**config.mk**
```make
export PLATFORM = sky130hd
export DESIGN_NAME = cpu_bus_port
export DESIGN_NICKNAME = d
export VERILOG_FILES = /design/src/hw/pixbuf_pkg.sv /design/src/hw/cpu_bus_port.sv
export SDC_FILE = /design/constraint.sdc
export NUM_CORES = 1
export LEC_CHECK = 0
export BUFFER_PORTS_ARGS = -buffer_cell sky130_fd_sc_hd__buf_2
export CAP_MARGIN = 30
export CORE_MARGIN = 2
export CORE_UTILIZATION = 28
export CTS_CLUSTER_DIAMETER = 30
export DETAILED_ROUTE_END_ITERATION = 10
export PLACE_DENSITY = 0.86
export SLEW_MARGIN = 30
export SYNTH_ARGS = -nofsm -noshare
export SYNTH_HDL_FRONTEND = slang
export SYNTH_SLANG_ARGS = --single-unit
```
**constraint.sdc**
```tcl
create_clock -name Clock25Mhz -period 1 [get_ports Clock25Mhz]
set_input_delay 0.05 -clock Clock25Mhz [delete_from_list [all_inputs] [get_ports Clock25Mhz]]
set_output_delay 0.05 -clock Clock25Mhz [all_outputs]
set_load 0.02 [all_outputs]
```
**src/hw/pixbuf_pkg.sv**
```systemverilog
package pixbuf_pkg;

	// Bus side widths
	typedef logic [31:0] bus_addr_t;   // 68000 byte address
	typedef logic [15:0] bus_data_t;   // Upper and lower byte lanes

	// Buffer side widths
	typedef logic [7:0]  pix_byte_t;   // Eight vertically stacked pixels
	typedef logic [12:0] buf_addr_t;   // {frame column, row group}
	typedef logic [31:0] rgb_t;        // 0x00RRGGBB

	// Frame geometry, rotated arcade layout
	localparam int FRAME_COLS = 256;
	localparam int FRAME_ROWS = 256;
	localparam int COL_BITS = $clog2(FRAME_COLS);
	localparam int ROW_BITS = $clog2(FRAME_ROWS);
	localparam int ROW_GROUP_BITS = ROW_BITS - 3; // Eight rows per byte
	localparam int BUF_DEPTH = FRAME_COLS * FRAME_ROWS / 8;
	localparam int BUF_ADDR_BITS = $clog2(BUF_DEPTH);

	// Address bits 31..13 that select the buffer, base 0x0100_0000
	localparam logic [18:0] PIXBUF_WINDOW = 19'h00800;

	// Raster fields inside the video word address
	localparam int VID_X_LSB = 2;
	localparam int VID_X_BITS = 10;
	localparam int VID_Y_LSB = 12;
	localparam int VID_Y_BITS = 9;
	localparam int RASTER_WIDTH = 2 * FRAME_COLS; // 2x2 blocks
	localparam int RASTER_HEIGHT = 480;

	// Colour bands by frame row
	localparam int BAND_RED_END = 31;
	localparam int BAND_GREEN_START = 184;
	localparam int BAND_GREEN_END = 239;
	localparam rgb_t RGB_RED = 32'h00FF_0000;
	localparam rgb_t RGB_GREEN = 32'h0000_FF00;
	localparam rgb_t RGB_WHITE = 32'h00FF_FFFF;
	localparam rgb_t RGB_BLACK = 32'h0000_0000; // Unlit or off screen

	// Bus handshake states
	typedef enum logic [1:0] {IDLE, ACCESS, ACK} bus_state_t;

	// Tint for a lit pixel in a given frame row
	function automatic rgb_t band_colour(input logic [ROW_BITS-1:0] row);
		rgb_t colour;
		if (row <= BAND_RED_END)
			colour = RGB_RED; // Top strip
		else if (row >= BAND_GREEN_START && row <= BAND_GREEN_END)
			colour = RGB_GREEN;
		else
			colour = RGB_WHITE;
		return colour;
	endfunction

endpackage

```
**src/hw/cpu_bus_port.sv**
```systemverilog
`timescale 1ns/10ps

module cpu_bus_port (
	input  logic                  Clock25Mhz,
	input  logic                  rst,
	input  pixbuf_pkg::bus_addr_t address,
	input  logic                  as_l,
	input  logic                  uds_l,
	input  logic                  lds_l,
	input  logic                  rw,
	input  pixbuf_pkg::bus_data_t data_out,   // From the master
	output pixbuf_pkg::bus_data_t data_in,    // To the master
	output logic                  dtack_l,
	output pixbuf_pkg::buf_addr_t mem_addr,
	output logic                  mem_we,
	output pixbuf_pkg::pix_byte_t mem_wdata,
	input  pixbuf_pkg::pix_byte_t mem_rdata
);

	pixbuf_pkg::bus_state_t state;
	pixbuf_pkg::bus_state_t state_next;
	pixbuf_pkg::pix_byte_t  rd_byte;     // Held read byte for the lanes
	logic                   window_hit;
	logic                   selected;

	// Window decode on the top 19 address bits
	assign window_hit = (address[31:pixbuf_pkg::BUF_ADDR_BITS] == pixbuf_pkg::PIXBUF_WINDOW);
	assign selected = window_hit && !as_l;

	// Byte address straight from the bus, A0 included
	assign mem_addr = address[pixbuf_pkg::BUF_ADDR_BITS-1:0];
	assign mem_wdata = data_out[7:0]; // Low byte only, strobes ignored

	// Single write pulse on the edge that leaves IDLE
	assign mem_we = (state == pixbuf_pkg::IDLE) && selected && !rw;

	always_comb
	begin
		state_next = state;
		case (state)
			pixbuf_pkg::IDLE:
			begin
				if (selected)
					state_next = pixbuf_pkg::ACCESS;
			end
			pixbuf_pkg::ACCESS:
				state_next = pixbuf_pkg::ACK; // Memory byte is registered here
			pixbuf_pkg::ACK:
			begin
				// Hold until the master ends the cycle
				if (as_l)
					state_next = pixbuf_pkg::IDLE;
			end
			default:
				state_next = pixbuf_pkg::IDLE;
		endcase
	end

	always_ff @(posedge Clock25Mhz)
	begin
		if (rst)
			state <= pixbuf_pkg::IDLE;
		else
			state <= state_next;
	end

	// Port A output is valid one edge after the address, capture it in ACCESS
	always_ff @(posedge Clock25Mhz)
	begin
		if (state == pixbuf_pkg::ACCESS)
			rd_byte <= mem_rdata;
	end

	// Acknowledge falls one edge after ACK is reached, rises with as_l
	always_ff @(posedge Clock25Mhz)
	begin
		if (rst)
			dtack_l <= 1'b1;
		else
			dtack_l <= !((state == pixbuf_pkg::ACK) && !as_l);
	end

	// Lane steering, zero when no read is acknowledged
	always_comb
	begin
		data_in = '0;
		if (!dtack_l && rw)
		begin
			if (!uds_l)
				data_in[15:8] = rd_byte; // Even byte lane
			if (!lds_l)
				data_in[7:0] = rd_byte;  // Odd byte lane
		end
	end

	// Write pulse only on the first edge of a strobe, once per bus cycle
	assert property (@(posedge Clock25Mhz) disable iff (rst)
		mem_we |-> $past(as_l))
		else $error("mem_we without a fresh strobe, state %s", state.name());

	// Acknowledge has released once as_l has been high for two edges
	assert property (@(posedge Clock25Mhz) disable iff (rst)
		as_l ##1 as_l |-> dtack_l)
		else $error("dtack_l still low with as_l high, state %s", state.name());

endmodule

```
# [Word level (Yosys, flattened, before mapping)]
# Cells that the tools add are included.
[word_totals] regBits=11 input_bits=62 output_inout_bits=39 wordCells=25
[classes] eq_ne=5 mux=6 reduce_logical=11
[op_table] cell="== test 19 x 12 -> 1 bit (second input constant)" count=1
[op_table] cell="two-way mux 16 bit" count=1
[op_table] cell="two-way mux 8 bit" count=2
[op_table] cell="case mux 2 bit (3 select lines)" count=1
[op_table] cell="logical AND 1 bit" count=5
[op_table] cell="zero test 1 bit" count=4
[op_table] cell="two-way mux 2 bit" count=2
[op_table] cell="!= test 2 bit (second input constant)" count=2
[op_table] cell="== test 2 x 1 -> 1 bit (second input constant)" count=1
[op_table] cell="== test 2 bit (second input constant)" count=1
[op_table] cell="zero test 2 bit" count=1
[op_table] cell="AND reduction 2 bit" count=1

# [Depth between registers and ports, before layout]
[depth] depth_word=4 mapped_depth=3 ltp_nobuf=3

# [Worst setup path before layout]
# Ideal clock, no wire load.
[synth_path] path_type="register -> output" start="register state[1]" end="output mem_we" arrival_time_ns=1.328 t_required_ns=0.950 slack_ns=-0.378 path_stages_with_launch=4 path_buffers=0 path_cell_list="dfxtp_1 nor4_1 nand2_1 nor4_1"
[synth_via] elab_chain_len=3
[synth_rtl] element="from (decl)" line="cpu_bus_port.sv:20" text="pixbuf_pkg::bus_state_t state;"
[synth_rtl] element="from (signal assigned)" line="cpu_bus_port.sv:62" text="state <= pixbuf_pkg::IDLE;"
[synth_rtl] element="from (signal assigned)" line="cpu_bus_port.sv:64" text="state <= state_next;"
[synth_rtl] element="zero test 2 bit" line="cpu_bus_port.sv:35" text="assign mem_we = (state == pixbuf_pkg::IDLE) && selected && !rw;"
[synth_rtl] element="logical AND 1 bit (2 in series)" line="cpu_bus_port.sv:35"
[synth_rtl] element="to (decl)" line="cpu_bus_port.sv:15" text="output logic mem_we,"
# No other way between the ends.

# [Worst setup path after layout]
[layout_path] start="register state[0]" end="output mem_we"
# The elaborated chain is that of the path after synthesis.

==> flow_summary.toml <==
[critical_path]
cp_cell_sequence = "nor2_4, nand3_4, nor4_4, buf_4"
reg2reg_to = "rd_byte[4]"
crit_buf_inv = 1
crit_path_end_kind = "output port"
max_stage_delay_ns = 0.34
cp_max_fo = 2
crit_required_ns = 0.95
cp_top_family = "simple AND/OR/NAND/NOR gates"
rr_worst_depth = 4
crit_type = "reg -> out"
worstReg2RegStart = "state[1]"
crit_slowest_cell = "dfxtp_2"
cp_data_arrival_time_ns = 1.27
crit_path_start_kind = "flop"
reg2reg_slack_ns = -0.07

[die]
num_rows = 17
die_area_sq_um = 2750
die_h_um = 52.5
start_util = 0.298
fp.dieW_um = 52.5
core-area_sq_um = 2210
top_level_ports = 101

[synthesis]
synth_top_area_frac = 0.365
postSynthAreaPerCell_sq_um = 10.1
yosys_warnings = 0
ys_seq_area_frac = 0.456
ys_ff_latch = 11
synth_area_sq_um = 658
syn_inst = 65
ys_types = 13
syn_nets = 127
yosysTopAreaCell = "edfxtp_1"
synth_area_leaders = "edfxtp_1, buf_4, and2_1, dfxtp_1, nor4_1"

[place]
portBuffers = 50
dp.cells = 124
place_congestion = 0.713
place_hpwl_um = 1440
place_area_sq_um = 853

[drt]
wire_per_inst_um = 12.3
antenna_left = 0
dr.pass1.iters = 4
vias = 621
drtIter0Drc = 1
via_per_inst = 4.50
wirelength_um = 1700
route.detailed.drc = 0

[timing]
period_share = 1.32
finalSetupViolCount = 25
fmax_mhz = 759
worstMarginPinSlew_ns = 0.463
fin_crit_ns = 1.32
rsz0062_at_grt = "yes"
worst_hold_slack_ns = 0.0718
max_slew_margin = 0.688
fin_ws_ns = -0.318
slew_violations = 0
hold_viol_final = 0
clock_skew_ns = 0.00789

[worst_hold_path]
hp-start = "address[26]"
whs_endpoint = "state[0]"
holdPathStages = 3
hold_path_class = "in -> reg"

[clock_tree]
clkTransAtPathRegs_ns = 0.07
cts_tree = "yes"
insertion_delay_ns = 0.26
cts_root_buf = "clkbuf_4"
clock-sinks = 11
cts_max_level = 1
clockBufferDepth = 2
numCtsBuffers = 3

[layout]
instances_no_fill = 138
nets = 173
drive_gt1_frac = 0.764
nFillCells = 217
syn_to_final_growth_pct = 74.3
postLayoutCellArea_sq_um = 1150
n_antenna_cell = 0

[pwr]
finalPower_mw = 0.893
ir_drop_mv = 0.548
leakage_nw = 0.515
power_density_nw_per_um2 = 778

[grt]
grt_overflow = 0
grt_usage = 0.138
grt_antenna_before_repair = 0
grt_pass1_vias = 696
grt_pass1_wl_um = 2730
grt_max_degree = 9

[run_status]
violations = "setup timing"
status = "finished with violations"

[job]
cap_violations = 0
## how the worst max path moves through the flow
| stage | startpoint | cells after the start | slack (ns) | end |
|---|---|---|---|---|
| after CTS | state[1] | 4 | -0.40 | mem_we |
| after detailed placement | state[1] | 4 | -0.20 | mem_we |
| after global placement | state[1] | 4 | -0.10 | mem_we |
| after global routing | state[0] | 4 | -0.38 | mem_we |
| after floorplan | state[1] | 3 | -0.04 | mem_we |
| final | state[0] | 4 | -0.32 | mem_we |
## cells in the mapped netlist
library cell,count
buf_4,21
and2_1,16
edfxtp_1,8
nor4_1,6
dfxtp_1,3
nor2_1,3
nand2b_1,2
inv_1,1
nand2_1,1
nand3_1,1
nand3b_1,1
o21ai_0,1
or4b_4,1
## final cells by class
cell class / instances / area [sq um] / area share
sequential: 11 / 304 / 0.265
inverter: 1 / 3.75 / 0.00327
timing repair buffer: 62 / 478 / 0.417
multi-input combinational: 32 / 300 / 0.262
clock buffer: 4 / 26.3 / 0.0229
tap: 28 / 35.0 / 0.0305
## layout by cell type (no fill, tap or decap), types with 3 or more instances in the layout
cell           count
dlygate4sd3_1      9
edfxtp_1           8
clkbuf_4           3
nor4_1             4
buf_2             33
dfxtp_2            3
and2_4            16
nor2_4             3
buf_6             16
buf_4              3
## worst register-to-register path: cells and delay by family (launching register included)
family / cells / cell delay [ns]
DFF: 1 / 0.32
buffers and inverters: 3 / 0.32
and+or+nand+nor: 1 / 0.16
## what timing repair did
item                                    in CTS  in global routing
pin swaps                                   14                 14
buffers inserted                             1                  0
hold endpoints to repair                     9                  0
gates resized for setup                     57                  4
hold buffers                                 9                  0
endpoints found under the setup margin      18                 26
## layer usage
metal  vias to the layer above  routed length (um)  GRT usage  share of wire
met4                         0                  69      0.120          0.041
met3                        14                 182     0.0371           0.11
li1                        289                   -          -              -
met2                        51                 973      0.260           0.57
met5                         -                   0          0              0
met1                       267                 474      0.114           0.28
## state kept, by name, indices dropped and copies added (netlist names)
| signal | cells |
|---|---|
| state | 2 |
| dtack_l | 1 |
| rd_byte | 8 |
## metrics by stage
stage	utilization	setup TNS (ns)	setup WS (ns)
2_1_floorplan	-	-0.0440	-0.0440
3_3_place_gp	0.386	-0.681	-0.104
3_5_place_dp	0.386	-1.23	-0.200
4_1_cts	0.512	-5.49	-0.397
5_1_grt	0.519	-6.43	-0.381
6_report	0.519	-4.66	-0.318
## logic make-up (layout without fill, tap and decap cells)
| kind of cell | count (synthesis) | count (layout) | synth area share |
|---|---|---|---|
| AO/OA/AOI/OAI | 1 | 1 | 0.00760 |
| buffers and inverters | 22 | 67 | 0.245 |
| flip-flops | 11 | 11 | 0.456 |
| AND/OR/NAND/NOR | 31 | 31 | 0.291 |
## where the power goes
| part | internal [mW] | total [mW] | switching (mW) |
|---|---|---|---|
| clock | 0.154 | 0.291 | 0.137 |
| combinational | 0.0770 | 0.114 | 0.0373 |
| sequential | 0.488 | 0.488 | 0.000000159 |
| total | 0.719 | 0.893 | 0.175 |
Power figures use the tool's default switching activity.
