==> config.mk <==
export PLATFORM = sky130hd
export DESIGN_NAME = midway_pixel_fetch
export DESIGN_NICKNAME = d
export VERILOG_FILES = /design/src/hw/pixbuf_pkg.sv /design/src/hw/midway_pixel_fetch.sv
export SDC_FILE = /design/constraint.sdc
export NUM_CORES = 1
export LEC_CHECK = 0
export ABC_CLOCK_PERIOD_IN_PS = 3100
export BUFFER_PORTS_ARGS = -buffer_cell sky130_fd_sc_hd__buf_2
export CAP_MARGIN = 10
export CORE_MARGIN = 2
export CORE_UTILIZATION = 34
export DETAILED_ROUTE_END_ITERATION = 7
export PLACE_DENSITY = 0.81
export REMOVE_ABC_BUFFERS = 1
export SLEW_MARGIN = 10
export SYNTH_ARGS = -nofsm -noshare
export SYNTH_HDL_FRONTEND = slang
export SYNTH_SLANG_ARGS = --single-unit
==> constraint.sdc <==
create_clock -name Clock25Mhz -period 3.1 [get_ports Clock25Mhz]
set_clock_uncertainty 0.15 [all_clocks]
set_input_delay 0.62 -clock Clock25Mhz [delete_from_list [all_inputs] [get_ports Clock25Mhz]]
set_output_delay 0.62 -clock Clock25Mhz [all_outputs]
set_load 0.005 [all_outputs]
==> src/hw/pixbuf_pkg.sv <==
package pixbuf_pkg;

	// Bus side widths
	typedef logic [31:0] bus_addr_t;   // 68000 byte address
	typedef logic [15:0] bus_data_t;   // Upper and lower byte lanes

	// Buffer side widths
	typedef logic [7:0]  pix_byte_t;   // Eight vertically stacked pixels
	typedef logic [12:0] buf_addr_t;   // {frame column, row group}
	typedef logic [31:0] rgb_t;        // 0x00RRGGBB

	// Frame geometry, rotated arcade layout
	localparam int FRAME_COLS = 256;
	localparam int FRAME_ROWS = 256;
	localparam int COL_BITS = $clog2(FRAME_COLS);
	localparam int ROW_BITS = $clog2(FRAME_ROWS);
	localparam int ROW_GROUP_BITS = ROW_BITS - 3; // Eight rows per byte
	localparam int BUF_DEPTH = FRAME_COLS * FRAME_ROWS / 8;
	localparam int BUF_ADDR_BITS = $clog2(BUF_DEPTH);

	// Address bits 31..13 that select the buffer, base 0x0100_0000
	localparam logic [18:0] PIXBUF_WINDOW = 19'h00800;

	// Raster fields inside the video word address
	localparam int VID_X_LSB = 2;
	localparam int VID_X_BITS = 10;
	localparam int VID_Y_LSB = 12;
	localparam int VID_Y_BITS = 9;
	localparam int RASTER_WIDTH = 2 * FRAME_COLS; // 2x2 blocks
	localparam int RASTER_HEIGHT = 480;

	// Colour bands by frame row
	localparam int BAND_RED_END = 31;
	localparam int BAND_GREEN_START = 184;
	localparam int BAND_GREEN_END = 239;
	localparam rgb_t RGB_RED = 32'h00FF_0000;
	localparam rgb_t RGB_GREEN = 32'h0000_FF00;
	localparam rgb_t RGB_WHITE = 32'h00FF_FFFF;
	localparam rgb_t RGB_BLACK = 32'h0000_0000; // Unlit or off screen

	// Bus handshake states
	typedef enum logic [1:0] {IDLE, ACCESS, ACK} bus_state_t;

	// Tint for a lit pixel in a given frame row
	function automatic rgb_t band_colour(input logic [ROW_BITS-1:0] row);
		rgb_t colour;
		if (row <= BAND_RED_END)
			colour = RGB_RED; // Top strip
		else if (row >= BAND_GREEN_START && row <= BAND_GREEN_END)
			colour = RGB_GREEN;
		else
			colour = RGB_WHITE;
		return colour;
	endfunction

endpackage

==> src/hw/midway_pixel_fetch.sv <==
`timescale 1ns/10ps

module midway_pixel_fetch (
	input  logic                  Clock25Mhz,
	input  logic                  rst,
	input  logic                  vid_read,
	input  pixbuf_pkg::bus_addr_t vid_address,
	output pixbuf_pkg::buf_addr_t mem_addr,
	input  pixbuf_pkg::pix_byte_t mem_rdata,
	output pixbuf_pkg::rgb_t      vid_readdata,
	output logic                  vid_readdatavalid
);

	logic [pixbuf_pkg::VID_X_BITS-1:0] raster_x;
	logic [pixbuf_pkg::VID_Y_BITS-1:0] raster_y;
	logic [pixbuf_pkg::COL_BITS-1:0]   frame_col;
	logic [pixbuf_pkg::ROW_BITS-1:0]   frame_row;
	logic                              off_screen;

	// Stage one registers, alongside the memory read
	logic                   valid_s1;
	logic                   off_screen_s1;
	logic [2:0]             bit_idx_s1;    // Row within the byte
	pixbuf_pkg::rgb_t       band_s1;
	logic                   lit;

	// Raster coordinates from the word address
	assign raster_x = vid_address[pixbuf_pkg::VID_X_LSB +: pixbuf_pkg::VID_X_BITS];
	assign raster_y = vid_address[pixbuf_pkg::VID_Y_LSB +: pixbuf_pkg::VID_Y_BITS];

	// Halve both axes for the 2x2 block
	assign frame_col = raster_x[pixbuf_pkg::COL_BITS:1];
	assign frame_row = raster_y[pixbuf_pkg::ROW_BITS:1];

	// Right of the frame or below the visible raster
	assign off_screen = (raster_x >= pixbuf_pkg::RASTER_WIDTH) ||
		(raster_y >= pixbuf_pkg::RASTER_HEIGHT);

	// Column times 32 plus row group
	assign mem_addr = {frame_col, frame_row[pixbuf_pkg::ROW_BITS-1 -: pixbuf_pkg::ROW_GROUP_BITS]};

	always_ff @(posedge Clock25Mhz)
	begin
		if (rst)
			valid_s1 <= 1'b0;
		else
			valid_s1 <= vid_read;
	end

	// Side data travels with the read, no reset needed on payload
	always_ff @(posedge Clock25Mhz)
	begin
		off_screen_s1 <= off_screen;
		bit_idx_s1 <= frame_row[2:0];
		band_s1 <= pixbuf_pkg::band_colour(frame_row); // Band by frame row
	end

	// Pixel bit out of the returned byte
	assign lit = mem_rdata[bit_idx_s1] && !off_screen_s1;

	always_ff @(posedge Clock25Mhz)
	begin
		if (rst)
			vid_readdatavalid <= 1'b0;
		else
			vid_readdatavalid <= valid_s1;
	end

	always_ff @(posedge Clock25Mhz)
	begin
		if (lit)
			vid_readdata <= band_s1;
		else
			vid_readdata <= pixbuf_pkg::RGB_BLACK; // Unlit pixel
	end

	// Fixed two-cycle pipeline, one response per request in order
	assert property (@(posedge Clock25Mhz) disable iff (rst)
		1'b1 |-> ##2 (vid_readdatavalid == $past(vid_read, 2)))
		else $error("vid_readdatavalid does not follow vid_read by two cycles");

endmodule

# Word-level counts from Yosys, hierarchy flattened
# Cells that the tools add are included.
# word_totals
regBits,70
latch_bits,0
ram_bits,0
mem_bits_ro,0
inputBits,43
out_inout_bits,46
word_cells,19
memories,0
# classes
addsub,0
n_mul,0
div_mod_pow,0
order_cmp,6
n_eq_ne,0
shift,0
mux,3
bitwise,0
n_reduce_logical,4
# op_table
cell,count
24-bit two-way mux,1
10-bit >= comparator (second input constant),1
9-bit >= comparator (second input constant),1
8-bit >= comparator (second input constant),1
8-bit by 5-bit less-or-equal comparator with 1-bit output (second input constant),1
8-bit less-or-equal comparator (second input constant),1
3-bit by 4-bit less-than comparator with 1-bit output (second input constant),1
1-bit binary-select mux with 3-bit select,1
1-bit logical AND,2
1-bit logical NOT,1
1-bit logical OR,1
1-bit two-way mux,1

# Longest topological paths before layout
# Gate-level depths: netlist of run 1.
# logic_depth
ltp_word,3
mapped_depth,3
depth_no_buf,3

# Worst setup path before layout of run 1
# No wires, ideal clock.
# synth_path
path_kind,input port to output port
start,in vid_address[16]
end,out mem_addr[0]
t_arrival_ns,0.731
required_ns,2.330
path_slack_ns,1.599
cell_stages,1
n_path_buf,1
path_cell_list,buf_4
# synth_rtl
item,line_no,text
start: declaration,midway_pixel_fetch.sv:7,"input pixbuf_pkg::bus_addr_t vid_address,"
end: declaration,midway_pixel_fetch.sv:8,"output pixbuf_pkg::buf_addr_t mem_addr,"
# No word-level cell between the ends.

# Worst setup path in the final report of run 1
# layout_path
start,in vid_address[19]
end,out mem_addr[3]
# No word-level cell between the ends.

==> flow_summary.toml, run 1 <==
[critical_path]
worstSetupStartpointType = "primary input"
cp-end-kind = "primary output"
cp_data_required_time_ns = 2.33
critPathLaunch = "vid_address[19]"
path_class = "in -> out"
worstPathMaxFanout = 5
worstReg2RegStart = "bit_idx_s1[0]$_DFF_P_"
r2r_cells = 3
arrival_ns = 0.86
crit_chain = "buf_2 -> buf_2"
slowest_stage = "buf_2"
crit_family = "buffers and inverters"
worst-path-stages = 2
path_buf_inv = 2
slowest_delay_ns = 0.12
path_common_cell = "buf_2"

[worst_hold_path]
whs_path_depth = 2
hold_class = "reg -> reg"
min_from = "band_s1[22]$_SDFF_PP1_"

[power_and_ir_drop]
peakVddDrop_uv = 150
powerDensity_nw_per_um2 = 473
total_power_mw = 0.355
leakagePower_nw = 0.448

[floorplanning]
ios = 89
die_area_um2 = 2520
placementRows = 16
die_w_um = 50.2
start_util_pct = 36.6
coreArea_um2 = 1980
die_h_um = 50.2

[final_layout]
drive_gt1_share_pct = 56.7
final_nets = 141
fin_area_um2 = 751
num_antenna_cells = 0
area_growth_pct = 3.63

[cts]
clockBufferDepth = 2
post_cts_buffers = 0
insertion_delay_ns = 0.26
cts_tree = "built"
cts_hold_buffers = 0
cts_sinks = 12
root_buffer = "clkbuf_4"
cts.repair.resized = 0
numCtsBuffers = 3
cts_max_level = 1
cts.clk_slew.worst_paths_ns = 0.07

[place]
placed_cell_area_um2 = 714
hpwl_um = 1050
gp_congestion = 0.700
port_buffers = 49

[synth]
synthTopCellsByArea = "buf_4 (44%), dfxtp_1 (33%), mux2_2 (3.1%), mux2i_1 (2.8%), nor3_1 (2.1%)"
ys.flop_type = "dfxtp_1"
synth_top_cell_area_share_pct = 43.5
synth-seq-area-share_pct = 33.2
syn_area_per_cell_um2 = 9.17
synth_cell_types = 18
syn_area_um2 = 724
synth_edf_count = 0
yosys_warnings = 0
async_flop_share_pct = 0
ys_ff_latch = 12
synth_cells = 79
synth_largest_area_cell = "buf_4"

[grt]
antenna_found_initial = 0
grt_pass1_vias = 407
grt_pass1_wl_um = 1680
grtUsageTotal_pct = 8.94
overflow = 0
grt_start_max_net_pins = 9

[route]
wl_um = 1200
drtIter0Drc = 3
first_pass_iters = 2
avgViaCountPerCell = 4.07
drc = 0
vias = 505
ant_nets = 0
wl_per_cell_um = 9.71

[timing]
finalHoldViolCount = 0
final.setup.tns_ns = 0
setup_viol = 0
drv_slew = 0
min_period_over_period_pct = 52.7
max_freq_mhz = 612
rsz0062_at_grt = "false"
period_minus_slack_ns = 1.63
whs_ns = 0.269

[run]
timing.max_cap.violations = 0

[outcome]
run_status = "completed"
## per-stage QoR
| step | worst slack, ns | std cells | utilization [%] |
|---|---|---|---|
| 2_1_floorplan | 1.69 | 44 | - |
| 6_report | 1.47 | 124 | 37.9 |
| 4_1_cts | 1.47 | 124 | 37.9 |
| 5_1_grt | 1.45 | 124 | 37.9 |
| 3_3_place_gp | 1.47 | 120 | 36.0 |
| 3_5_place_dp | 1.47 | 120 | 36.0 |
## cell families (layout without fill, tap and decap cells)
group	after synthesis	after routing	share of synthesized area, %
buf+inv	45	56	45.1
other cells	1	8	0.518
simple gates	12	12	10.0
flops	12	12	33.2
mux	4	4	5.87
compound gates	5	5	5.35
## power breakdown
| group | total (mW) | internal (mW) | switching, mW |
|---|---|---|---|
| Clock | 0.117 | 0.0711 | 0.0457 |
| Sequential | 0.172 | 0.164 | 0.00795 |
| Combinational | 0.0663 | 0.0380 | 0.0283 |
| Total | 0.355 | 0.273 | 0.0820 |
## synth_stat cells, drive strengths merged, types with 2 or more instances
cell type and number:
dfxtp 12, and2 2, nor3 3, mux2i 2
mux2 2, nand2b 2, inv 3, nor2b 2
buf 42
## area by class of cell
cell class,count,area [um2]
Sequential cell,12,240
Fill cell,199,1230
Timing Repair Buffer,49,245
Inverter,3,11.3
Clock buffer,4,36.3
Multi-Input combinational cell,29,184
Tap cell,27,33.8
## worst paths after layout
kind / to / slack, ns
max: mem_addr[3] / 1.47
min: vid_readdata[22]$_SDFF_PN0_ / 0.27
max reg2reg: vid_readdata[7]$_SDFF_PN0_ / 1.69
min reg2reg: vid_readdata[22]$_SDFF_PN0_ / 0.27
## registers in the layout, indices dropped and copies added, names as in the netlist
signal             flops
band_s1                3
bit_idx_s1             3
off_screen_s1          1
valid_s1               1
vid_readdatavalid      1
vid_readdata           3
## placed cells by master (no fill, tap or decap), drive strengths merged
cell / netlist / routed
buf: 42 / 49
dfxtp: 12 / 12
conb: 1 / 8
clkbuf: 0 / 4
inv: 3 / 3
nor3: 3 / 3
mux2i: 2 / 2
and2: 2 / 2
mux2: 2 / 2
nand2b: 2 / 2
nor2b: 2 / 2
a41o: 1 / 1
nor2: 1 / 1
a221o: 1 / 1
o22ai: 1 / 1
or3: 1 / 1
and4b: 1 / 1
a21boi: 1 / 1
o21ai: 1 / 1
## per-layer routing
layer / track usage (%) / wire [um]
met1: 6.68 / 347
met2: 16.0 / 558
met3: 7.14 / 297
met4: 4.17 / 0
met5: 0 / 0
Power figures use the tool's default switching activity.
==> run 2, diff against run 1 <==
--- a/config.mk
+++ b/config.mk
@@ -5,13 +5,13 @@
 export SDC_FILE = /design/constraint.sdc
 export NUM_CORES = 1
 export LEC_CHECK = 0
-export ABC_CLOCK_PERIOD_IN_PS = 3100
+export ABC_CLOCK_PERIOD_IN_PS = 1550
 export BUFFER_PORTS_ARGS = -buffer_cell sky130_fd_sc_hd__buf_2
 export CAP_MARGIN = 10
 export CORE_MARGIN = 2
-export CORE_UTILIZATION = 34
+export CORE_UTILIZATION = 32
 export DETAILED_ROUTE_END_ITERATION = 7
-export PLACE_DENSITY = 0.81
+export PLACE_DENSITY = 0.76
 export REMOVE_ABC_BUFFERS = 1
 export SLEW_MARGIN = 10
 export SYNTH_ARGS = -nofsm -noshare
==> constraint.sdc (replaced) <==
create_clock -name Clock25Mhz -period 1.55 [get_ports Clock25Mhz]
set_clock_uncertainty 0.15 [all_clocks]
set_input_delay 0.31 -clock Clock25Mhz [delete_from_list [all_inputs] [get_ports Clock25Mhz]]
set_output_delay 0.31 -clock Clock25Mhz [all_outputs]
set_load 0.005 [all_outputs]
==> flow_summary.toml, run 2 (same netlist as run 1, synthesis figures left out) <==
[final_layout]
final_nets = 144
drive_gt1_share_pct = 55.0
post-route-util_pct = 36.0
layout_commonest_cell = "buf_2"
fill_cells = 231
ff_latch_area_um2 = 240
num_antenna_cells = 0
reg.largest.list = "band_s1: 3 flops, bit_idx_s1: 3 flops, vid_readdata: 3 flops"
mostFrequentLayoutCells = "buf_2 (49), dfxtp_1 (12), conb_1 (8)"
multi_input_area_um2 = 184
fin_area_um2 = 782
area_growth_pct = 7.94

[cts]
numCtsBuffers = 3
post_cts_buffers = 0
cts.clk_slew.worst_paths_ns = 0.07
root_buffer = "clkbuf_4"
insertion_delay_ns = 0.27
cts_max_level = 1
clockBufferDepth = 2
cts_tree = "built"
cts_sinks = 12

[timing]
final.setup.tns_ns = 0
period_minus_slack_ns = 1.37
setup_viol = 0
finalHoldViolCount = 0
max_freq_mhz = 730
whs_ns = 0.0475
drv_slew = 0
min_period_over_period_pct = 88.4
rsz0062_at_grt = "false"

[run]
timing.max_cap.violations = 0

[route]
wl_per_cell_um = 9.79
avgViaCountPerCell = 4.08
ant_nets = 0
wl_um = 1250
first_pass_iters = 2
vias = 522
drtIter0Drc = 6
drc = 0

[power_and_ir_drop]
clkPwrFrac_pct = 33.6
p_int_mw = 0.552
netSwitchingFraction_pct = 24.0
p_seq_share_pct = 47.5
leakagePower_nw = 0.461
p_sw_mw = 0.174
powerDensity_nw_per_um2 = 929
total_power_mw = 0.726
combPwrFrac_pct = 18.8
peakVddDrop_uv = 239

[grt]
antenna_found_initial = 0
grtUsageMet3_pct = 8.05
grt_busiest_layer = "met2"
grt_start_max_net_pins = 9
overflow = 0
grtUsageTotal_pct = 9.28
grt_pass1_wl_um = 1770
use_met1_pct = 7.28
grt_use_met2_pct = 14.7
grt_pass1_vias = 438

[critical_path]
worstPathMaxFanout = 4
path_class = "reg -> reg"
arrival_ns = 1.38
worstSetupStartpointType = "flop"
cp-end-kind = "flop"
cp_data_required_time_ns = 1.56

[worst_hold_path]
hold_class = "in -> reg"

[outcome]
run_status = "completed"

[place]
placed_cell_area_um2 = 716
hpwl_um = 1040
port_buffers = 49
gp_congestion = 0.699

[floorplanning]
ios = 89
coreArea_um2 = 2170
die_h_um = 51.6
placementRows = 17
die_w_um = 51.6
die_area_um2 = 2660
start_util_pct = 33.4
[run 2: cell types whose count changed in the layout (fill, tap and decap cells not counted)]
cell,change
dlygate4sd3_1,+3
[run 2: final cells by class]
class / instances / area share [%]
Timing Repair Buffer: 52 / 35.2
Sequential cell: 12 / 30.7
Multi-Input combinational cell: 29 / 23.5
Clock buffer: 4 / 4.64
Tap cell: 28 / 4.48
Inverter: 3 / 1.44
[run 2: power by group through the flow]
stage                     Combinational [mW]  Clock (mW)  Sequential (mW)
after floorplan                       0.0324           0            0.363
after global placement                 0.131           0            0.352
after detailed placement               0.133           0            0.353
after CTS                              0.139       0.252            0.346
after global routing                   0.156       0.269            0.349
final                                  0.137       0.244            0.345
[run 2: worst max-delay path, cell delays in order, from the launching register on]
cell	delay [ns]
dfxtp_1	0.42
mux2_2	0.35
o22ai_1	0.26
nor3_1	0.08
[run 2: routing by layer]
layer,share of wire (%),vias up,wire [um]
met5,0,-,0
met4,1.4,0,17
met3,26,2,330
met2,45,66,558
met1,28,208,346
li1,-,246,-
[run 2: through the flow]
step	setup WS, ns	std cells
finish	0.180	128
CTS	0.167	128
global placement	0.221	121
detailed placement	0.181	121
global route	0.0614	128
floorplan	0.279	44
[run 2: path summary, 6_finish.rpt]
kind | start | to | depth (start not counted) | slack (ns)
setup / recovery | bit_idx_s1[0]$_DFF_P_ | vid_readdata[22]$_SDFF_PN0_ | 3 | 0.18
hold / removal | rst | vid_readdatavalid$_SDFF_PP0_ | 2 | 0.05
setup reg to reg | bit_idx_s1[0]$_DFF_P_ | vid_readdata[22]$_SDFF_PN0_ | 3 | 0.18
hold reg to reg | band_s1[15]$_SDFF_PP0_ | vid_readdata[15]$_SDFF_PN0_ | 2 | 0.27
[run 2: repair_timing]
item / CTS / global route
hold buffers: 3 / 0
endpoints found under the hold margin: 3 / 0
resized for setup: 0 / 0
